===== src/hw/hack_isa_pkg.sv =====
package hack_isa_pkg;

  //////////////////////////////////////////////////////////////
  // instruction layout
  //////////////////////////////////////////////////////////////

  localparam int inst_class_bit  = 15;  // 0 = A-instruction, 1 = C-instruction
  localparam int comp_select_bit = 12;  // y operand is M when set, A when clear
  localparam int comp_lsb        = 6;   // zx nx zy ny f no, zx at the top
  localparam int dest_lsb        = 3;
  localparam int jump_lsb        = 0;

  localparam int comp_width = 6;
  localparam int dest_width = 3;
  localparam int jump_width = 3;

  typedef enum logic {
    a_inst = 1'b0,
    c_inst = 1'b1
  } inst_class_t;

  //////////////////////////////////////////////////////////////
  // dest field, bit positions inside the 3-bit field
  //////////////////////////////////////////////////////////////

  localparam int dest_a_bit = 2;  // d1
  localparam int dest_d_bit = 1;  // d2
  localparam int dest_m_bit = 0;  // d3, store to memory at A

  //////////////////////////////////////////////////////////////
  // jump field
  //////////////////////////////////////////////////////////////

  localparam int jump_lt_bit = 2;  // j1, result negative
  localparam int jump_eq_bit = 1;  // j2, result zero
  localparam int jump_gt_bit = 0;  // j3, result positive

  // the eight mnemonics
  localparam logic [jump_width-1:0] jmp_none = 3'b000;
  localparam logic [jump_width-1:0] jmp_jgt  = 3'b001;
  localparam logic [jump_width-1:0] jmp_jeq  = 3'b010;
  localparam logic [jump_width-1:0] jmp_jge  = 3'b011;
  localparam logic [jump_width-1:0] jmp_jlt  = 3'b100;
  localparam logic [jump_width-1:0] jmp_jne  = 3'b101;
  localparam logic [jump_width-1:0] jmp_jle  = 3'b110;
  localparam logic [jump_width-1:0] jmp_jmp  = 3'b111;

endpackage


===== src/hw/hack_cpu_pkg.sv =====
package hack_cpu_pkg;

  localparam int word_width = 16;  // data, address and instruction

  localparam logic [word_width-1:0] reset_address = '0;

  //////////////////////////////////////////////////////////////
  // controller
  //////////////////////////////////////////////////////////////

  // fetch      instruction word settles at prog_counter
  // decode     A loads, or C operands and controls latch
  // write_back dest registers, store strobe, pc update
  // mem_wait   extra cycle after a store
  typedef enum logic [1:0] {
    fetch      = 2'd0,
    decode     = 2'd1,
    write_back = 2'd2,
    mem_wait   = 2'd3
  } cpu_state_t;

endpackage

===== src/hw/hack_cpu.sv =====
`timescale 1ns/1ps

module hack_cpu (
  input  logic                                clk,
  input  logic                                reset,
  input  logic [hack_cpu_pkg::word_width-1:0] instruction,
  input  logic                                mem_busy,
  input  logic [hack_cpu_pkg::word_width-1:0] mem_rdata,
  output logic [hack_cpu_pkg::word_width-1:0] prog_counter,
  output logic [hack_cpu_pkg::word_width-1:0] mem_address,
  output logic                                mem_write,
  output logic [hack_cpu_pkg::word_width-1:0] mem_wdata
);

  import hack_cpu_pkg::*;
  import hack_isa_pkg::*;

  logic                  state_decode_c;
  logic                  a_load_inst;
  logic                  wb_enable;
  logic                  pc_inc;
  logic                  pc_jump;

  logic [word_width-1:0] a_value;
  logic [word_width-1:0] d_value;
  logic [word_width-1:0] alu_x;
  logic [word_width-1:0] alu_y;
  logic [word_width-1:0] alu_out;
  logic                  alu_zero;
  logic                  alu_neg;

  logic                  zx;
  logic                  nx;
  logic                  zy;
  logic                  ny;
  logic                  f;
  logic                  no;
  logic                  dest_m;
  logic [jump_width-1:0] jump_cond;

  cpu_sequencer u_sequencer (
    .clk            (clk),
    .reset          (reset),
    .mem_busy       (mem_busy),
    .instruction    (instruction),
    .jump_cond      (jump_cond),
    .alu_zero       (alu_zero),
    .alu_neg        (alu_neg),
    .dest_m         (dest_m),
    .state_decode_c (state_decode_c),
    .a_load_inst    (a_load_inst),
    .wb_enable      (wb_enable),
    .pc_inc         (pc_inc),
    .pc_jump        (pc_jump),
    .mem_write      (mem_write)
  );

  program_counter u_program_counter (
    .clk          (clk),
    .reset        (reset),
    .mem_busy     (mem_busy),
    .pc_inc       (pc_inc),
    .pc_jump      (pc_jump),
    .jump_target  (a_value),
    .prog_counter (prog_counter)
  );

  hack_registers u_registers (
    .clk            (clk),
    .reset          (reset),
    .mem_busy       (mem_busy),
    .instruction    (instruction),
    .mem_rdata      (mem_rdata),
    .alu_out        (alu_out),
    .state_decode_c (state_decode_c),
    .a_load_inst    (a_load_inst),
    .wb_enable      (wb_enable),
    .a_value        (a_value),
    .d_value        (d_value),
    .alu_x          (alu_x),
    .alu_y          (alu_y),
    .zx             (zx),
    .nx             (nx),
    .zy             (zy),
    .ny             (ny),
    .f              (f),
    .no             (no),
    .dest_m         (dest_m),
    .jump_cond      (jump_cond)
  );

  hack_alu u_alu (
    .x    (alu_x),
    .y    (alu_y),
    .zx   (zx),
    .nx   (nx),
    .zy   (zy),
    .ny   (ny),
    .f    (f),
    .no   (no),
    .out  (alu_out),
    .zero (alu_zero),
    .neg  (alu_neg)
  );

  assign mem_address = a_value;
  assign mem_wdata   = alu_out;

  // x operand is the D value seen at decode
  a_x_from_d: assert property (@(posedge clk) disable iff (reset)
    (state_decode_c && !mem_busy) |=> (alu_x == $past(d_value)));

  // a taken jump lands on the A value held during write-back
  a_jump_to_a: assert property (@(posedge clk) disable iff (reset)
    (pc_jump && !mem_busy) |=> (prog_counter == $past(a_value)));

endmodule


===== src/hw/hack_registers.sv =====
`timescale 1ns/1ps

module hack_registers (
  input  logic                                clk,
  input  logic                                reset,
  input  logic                                mem_busy,
  input  logic [hack_cpu_pkg::word_width-1:0] instruction,
  input  logic [hack_cpu_pkg::word_width-1:0] mem_rdata,
  input  logic [hack_cpu_pkg::word_width-1:0] alu_out,
  input  logic                                state_decode_c,
  input  logic                                a_load_inst,
  input  logic                                wb_enable,
  output logic [hack_cpu_pkg::word_width-1:0] a_value,
  output logic [hack_cpu_pkg::word_width-1:0] d_value,
  output logic [hack_cpu_pkg::word_width-1:0] alu_x,
  output logic [hack_cpu_pkg::word_width-1:0] alu_y,
  output logic                                zx,
  output logic                                nx,
  output logic                                zy,
  output logic                                ny,
  output logic                                f,
  output logic                                no,
  output logic                                dest_m,
  output logic [hack_isa_pkg::jump_width-1:0] jump_cond
);

  import hack_isa_pkg::*;

  logic [dest_width-1:0] dest;

  //////////////////////////////////////////////////////////////
  // A and D
  //////////////////////////////////////////////////////////////

  always_ff @(posedge clk) begin
    if (reset) begin
      a_value <= '0;
      d_value <= '0;
    end else if (!mem_busy) begin
      if (a_load_inst) begin
        a_value <= instruction;
      end else if (wb_enable && dest[dest_a_bit]) begin
        a_value <= alu_out;  // same edge as the store, which sees the old A
      end
      if (wb_enable && dest[dest_d_bit]) begin
        d_value <= alu_out;
      end
    end
  end

  //////////////////////////////////////////////////////////////
  // C-instruction latches
  //////////////////////////////////////////////////////////////

  always_ff @(posedge clk) begin
    if (reset) begin
      {zx, nx, zy, ny, f, no} <= '0;
      dest                    <= '0;
      jump_cond               <= '0;
    end else if (!mem_busy && state_decode_c) begin
      {zx, nx, zy, ny, f, no} <= instruction[comp_lsb +: comp_width];
      dest                    <= instruction[dest_lsb +: dest_width];
      jump_cond               <= instruction[jump_lsb +: jump_width];
    end
  end

  always_ff @(posedge clk) begin
    if (reset) begin
      alu_x <= '0;
      alu_y <= '0;
    end else if (!mem_busy && state_decode_c) begin
      alu_x <= d_value;
      alu_y <= instruction[comp_select_bit] ? mem_rdata : a_value;  // M or A
    end
  end

  assign dest_m = dest[dest_m_bit];

endmodule


===== src/hw/program_counter.sv =====
`timescale 1ns/1ps

module program_counter (
  input  logic                                clk,
  input  logic                                reset,
  input  logic                                mem_busy,
  input  logic                                pc_inc,
  input  logic                                pc_jump,
  input  logic [hack_cpu_pkg::word_width-1:0] jump_target,
  output logic [hack_cpu_pkg::word_width-1:0] prog_counter
);

  import hack_cpu_pkg::*;

  always_ff @(posedge clk) begin
    if (reset) begin
      prog_counter <= reset_address;
    end else if (!mem_busy) begin
      if (pc_jump) begin
        prog_counter <= jump_target;  // A from before write-back
      end else if (pc_inc) begin
        prog_counter <= prog_counter + word_width'(1);
      end
    end
  end

  // the sequencer picks one of the two per instruction
  a_inc_xor_jump: assert property (@(posedge clk) disable iff (reset)
    !(pc_inc && pc_jump));

endmodule


===== src/hw/cpu_sequencer.sv =====
`timescale 1ns/1ps

module cpu_sequencer (
  input  logic                                  clk,
  input  logic                                  reset,
  input  logic                                  mem_busy,
  input  logic [hack_cpu_pkg::word_width-1:0]   instruction,
  input  logic [hack_isa_pkg::jump_width-1:0]   jump_cond,
  input  logic                                  alu_zero,
  input  logic                                  alu_neg,
  input  logic                                  dest_m,
  output logic                                  state_decode_c,
  output logic                                  a_load_inst,
  output logic                                  wb_enable,
  output logic                                  pc_inc,
  output logic                                  pc_jump,
  output logic                                  mem_write
);

  import hack_cpu_pkg::*;
  import hack_isa_pkg::*;

  cpu_state_t  state;
  cpu_state_t  state_next;
  inst_class_t inst_class;
  logic        alu_pos;
  logic        taken;

  assign inst_class = inst_class_t'(instruction[inst_class_bit]);

  //////////////////////////////////////////////////////////////
  // jump decision, only place the condition is tested
  //////////////////////////////////////////////////////////////

  assign alu_pos = !(alu_neg || alu_zero);

  assign taken = (jump_cond[jump_lt_bit] && alu_neg)
              || (jump_cond[jump_eq_bit] && alu_zero)
              || (jump_cond[jump_gt_bit] && alu_pos);

  //////////////////////////////////////////////////////////////
  // state register
  //////////////////////////////////////////////////////////////

  always_comb begin
    state_next = state;
    case (state)
      fetch:      state_next = decode;
      decode:     state_next = (inst_class == c_inst) ? write_back : fetch;
      write_back: state_next = dest_m ? mem_wait : fetch;
      mem_wait:   state_next = fetch;
    endcase
  end

  always_ff @(posedge clk) begin
    if (reset) begin
      state <= fetch;
    end else if (!mem_busy) begin  // frozen while memory is busy
      state <= state_next;
    end
  end

  //////////////////////////////////////////////////////////////
  // datapath strobes
  //////////////////////////////////////////////////////////////

  assign state_decode_c = (state == decode) && (inst_class == c_inst);
  assign a_load_inst    = (state == decode) && (inst_class == a_inst);
  assign wb_enable      = (state == write_back);

  assign pc_inc  = a_load_inst || (wb_enable && !taken);
  assign pc_jump = wb_enable && taken;

  assign mem_write = wb_enable && dest_m;  // held with state under busy

  a_state_legal: assert property (@(posedge clk) disable iff (reset)
    !$isunknown(state) && (state inside {fetch, decode, write_back, mem_wait}));

  a_write_only_in_wb: assert property (@(posedge clk) disable iff (reset)
    mem_write |-> (state == write_back));

  // a busy cycle never lets the controller move
  a_busy_holds_state: assert property (@(posedge clk) disable iff (reset)
    mem_busy |=> $stable(state));

endmodule


===== src/hw/hack_alu.sv =====
`timescale 1ns/1ps

module hack_alu (
  input  logic [hack_cpu_pkg::word_width-1:0] x,
  input  logic [hack_cpu_pkg::word_width-1:0] y,
  input  logic                                zx,
  input  logic                                nx,
  input  logic                                zy,
  input  logic                                ny,
  input  logic                                f,
  input  logic                                no,
  output logic [hack_cpu_pkg::word_width-1:0] out,
  output logic                                zero,
  output logic                                neg
);

  import hack_cpu_pkg::*;

  logic [word_width-1:0] x_zeroed;
  logic [word_width-1:0] x_final;
  logic [word_width-1:0] y_zeroed;
  logic [word_width-1:0] y_final;
  logic [word_width-1:0] sum;
  logic [word_width-1:0] conj;
  logic [word_width-1:0] result;

  //////////////////////////////////////////////////////////////
  // operand conditioning
  //////////////////////////////////////////////////////////////

  assign x_zeroed = zx ? '0 : x;
  assign x_final  = nx ? ~x_zeroed : x_zeroed;

  assign y_zeroed = zy ? '0 : y;
  assign y_final  = ny ? ~y_zeroed : y_zeroed;

  //////////////////////////////////////////////////////////////
  // function and output stage
  //////////////////////////////////////////////////////////////

  assign sum  = x_final + y_final;  // wraps at 16 bits
  assign conj = x_final & y_final;

  assign result = f ? sum : conj;
  assign out    = no ? ~result : result;

  assign zero = (out == '0);
  assign neg  = out[word_width-1];  // two's complement sign

endmodule


===== config.mk =====
export PLATFORM = sky130hd
export DESIGN_NAME = hack_cpu
export DESIGN_NICKNAME = d
export VERILOG_FILES = /design/src/hw/hack_isa_pkg.sv /design/src/hw/hack_cpu_pkg.sv /design/src/hw/hack_cpu.sv /design/src/hw/hack_registers.sv /design/src/hw/program_counter.sv /design/src/hw/cpu_sequencer.sv /design/src/hw/hack_alu.sv
export SDC_FILE = /design/constraint.sdc
export NUM_CORES = 1
export LEC_CHECK = 0
export ABC_CLOCK_PERIOD_IN_PS = 6200
export BUFFER_PORTS_ARGS = -buffer_cell sky130_fd_sc_hd__buf_2
export CAP_MARGIN = 20
export CORE_ASPECT_RATIO = 0.8
export CORE_MARGIN = 4
export CORE_UTILIZATION = 50
export CTS_BUF_LIST = sky130_fd_sc_hd__clkbuf_16
export DETAILED_ROUTE_END_ITERATION = 7
export PLACE_DENSITY = 0.71
export SYNTH_ARGS = -nofsm -noshare
export SYNTH_HDL_FRONTEND = slang
export SYNTH_SLANG_ARGS = --single-unit
export TNS_END_PERCENT = 100

===== constraint.sdc =====
create_clock -name clk -period 6.2 [get_ports clk]
set_clock_uncertainty 0.1 [all_clocks]
set_input_delay 1.55 -clock clk [delete_from_list [all_inputs] [get_ports clk]]
set_output_delay 1.55 -clock clk [all_outputs]
set_load 0.01 [all_outputs]

==> impl_metrics.ini <==
[sta]
slew_violations = 0
final-setup-viol-count = 0
period_share = 0.913
fin_ws_ns = 0.541
max_freq_mhz = 177
hold_slack_ns = 0.343
post-route-min-period_ns = 5.66
finalSetupTns_ns = 0
relSlewSlack = 0.312
rsz0062_at_grt = no
hold_viol = 0
worst_pin_slew_ns = 1.03

[die]
io_pins = 84
initial_core_util = 0.520
rows = 35
core_um2 = 11700
die_w_um = 131
dieHeight_um = 107
die_area_um2 = 14000

[synth]
netlist_area_um2 = 6080
ys_seq_area_frac = 0.309
synth.distinct_cells = 66
synth_nets = 853
syn_avg_cell_area_um2 = 7.61
synth_edf_count = 0
postSynth.asyncResetShare = 0
synth_seq_cells = 94
syn_inst = 800
synth_warnings = 0
ys.flop_type = dfxtp_1

[detailed_routing]
drt_iter0_drc = 431
finalWirelength_mm = 18.4
wl_per_cell_um = 18.4
post-route-drc-count = 0
antenna_left = 0
vias = 6058
first_pass_iters = 5
vias_per_cell = 6.05

[cts]
hold_buffers = 0
cts_buffers = 9
cts_tree = built
cts_setup_buffers = 0
cts_root_buffer = clkbuf_16
cts.sinks = 94
clock_path_buffers = 2
post_cts_resize_count = 0
insertion_delay_ns = 0.35
path_clk_slew_ns = 0.08
cts.htree.levels = 3

[layout]
fin_nets = 901
drive_gt1_frac = 0.155
antenna_cells = 0
final_common_cell = nand2_1
mostFrequentLayoutCells = 161 x nand2_1, 94 x dfxtp_1, 83 x buf_2
layoutNonFillerInstCount = 1001
final.fill_count = 1097
area_growth_pct = 12.3
final_core_util = 0.584

[setup_path]
cp-end-kind = output pin
crit_fanout = 13
worst_ep_required_time_ns = 4.55
arrival_ns = 4.01
reg2regPathDepth = 14
slowest_delay_ns = 0.83
cp_num_cells = 11
path_delay_family = compound AO/OA/AOI/OAI gates
crit_chain = xnor2_1, ha_1, a21oi_1, o211ai_2, a21oi_2, nor4_1, or4_1, a31oi_1, xor2_1, inv_1, buf_2
path_buf_inv = 2
crit_type = reg -> out
slowest_stage = dfxtp_1
critPathLaunchType = register

[pwr]
cellPowerDensity_nw_per_um2 = 204
ir_drop_mv = 0.148
p_leak_nw = 2.65

[placed_design]
pre_cts_slack_ns = 0.921
dp.cells = 984
dp_hpwl_mm = 13.2
globalplace.congestion = 0.902
io_buffer_count = 83

[global_routing]
grt_max_degree = 98
grt_remaining_overflow = 0
grt_pass1_vias = 5677
grt_use_total = 0.265
antenna_found_initial = 0
grt_pass1_wl_mm = 30.4

[flow_run]
maxCapViolCount = 0

[run_status]
run_status = completed

[min_path]
hold_class = reg -> reg
hold_depth = 2
[metal layers]
| layer | track usage | up-vias | routed length [um] |
|---|---|---|---|
| li1 | - | 2931 | - |
| met1 | 0.370 | 2890 | 8470 |
| met2 | 0.418 | 201 | 8210 |
| met3 | 0.0469 | 36 | 1270 |
| met4 | 0.0877 | 0 | 439 |
| met5 | 0 | - | 0 |
[final timing paths]
check / startpoint / slack (ns) / to
worst max-delay path: u_registers.nx / 0.54 / mem_wdata[15]
worst min-delay path: u_registers.d_value[5] / 0.34 / u_registers.alu_x[5]
worst max register to register: u_registers.nx / 0.97 / u_program_counter.prog_counter[14]
worst min register to register: u_registers.d_value[5] / 0.34 / u_registers.alu_x[5]
[area by class of cell]
class	instances	area, um2	share of cell area
well taps	148	185	0.0271
clock inverters	7	65.1	0.00952
multi-input cells	635	3910	0.572
clock buffers	9	225	0.0330
repair buffers	97	528	0.0773
flip-flops and latches	94	1880	0.275
inverters	11	41.3	0.00604
[cells in the mapped netlist (3+ instances only)]
cell type  count  area (um2)
mux2i_1       21         210
a211oi_1      20         150
a21oi_1       57         285
o2111ai_1      7        61.3
a22o_1        12         105
and3_1         8        50.1
buf_1          3        11.3
dfxtp_1       94        1880
buf_4          4        30.0
or2_2          5        31.3
a31oi_1       15        93.8
or3_1         17         106
nand4_1       16         100
nor2_1        62         233
nor3_1         7        35.0
ha_1          17         213
a21oi_2        3        26.3
or4_1          6        45.0
nor2b_1        6        37.5
a211o_1        3        26.3
xnor2_1       39         342
o21ai_0       11        55.1
inv_1         11        41.3
a311oi_1      12         105
nand3_1       14        70.1
nand2b_1      39         244
o211a_1        3        30.0
o211ai_1       7        52.6
buf_2          5        25.0
clkbuf_1      45         169
nor4_1         6        37.5
nand2_1      161         604
o22ai_1        5        31.3
and2_1         5        31.3
a21o_1         6        45.0
o21a_1         4        30.0
xor2_1         6        52.6
[sequential cells by signal, summed over array words and instances, names as in the netlist]
register,count
u_registers.zy,1
u_registers.a_value,16
u_registers.no,1
u_registers.ny,1
u_registers.zx,1
u_registers.jump_cond,3
u_registers.alu_y,16
u_registers.d_value,16
u_registers.f,1
u_registers.dest,3
u_registers.alu_x,16
u_sequencer.state,2
u_program_counter.prog_counter,16
u_registers.nx,1
[report_power, final]
| part | internal, mW | switching, mW |
|---|---|---|
| clock network | 0.310 | 0.247 |
| registers | 0.623 | 0.0255 |
| logic | 0.0747 | 0.113 |
| total | 1.01 | 0.386 |
[metrics by stage]
| stage | power [mW] | cell area [um2] |
|---|---|---|
| after CTS | 1.40 | 6820 |
| after global placement | 0.841 | 6530 |
| after floorplan | 0.783 | 6080 |
| after detailed placement | 0.846 | 6530 |
| final | 1.39 | 6830 |
| after global routing | 1.45 | 6830 |
[worst reg2reg max path: cells and delay by family (launching register included)]
kind | cells | cell delay (ns)
xor gates and xnor gates | 1 | 0.18
DFF | 1 | 0.83
adders and majority gates | 2 | 0.78
buffers and inverters | 1 | 0.34
AOI/OAI and AO/OA | 8 | 1.84
and+or+nand+nor | 2 | 0.99
[logic make-up after synthesis]
logic type,share of synthesized area
and+or+nand+nor,0.288
AOI/OAI and AO/OA,0.213
DFF,0.309
buffers and inverters,0.0516
xor gates and xnor gates,0.0648
muxes,0.0345
adders and majority gates,0.0382
No activity file was read; power rests on OpenSTA's default activity.
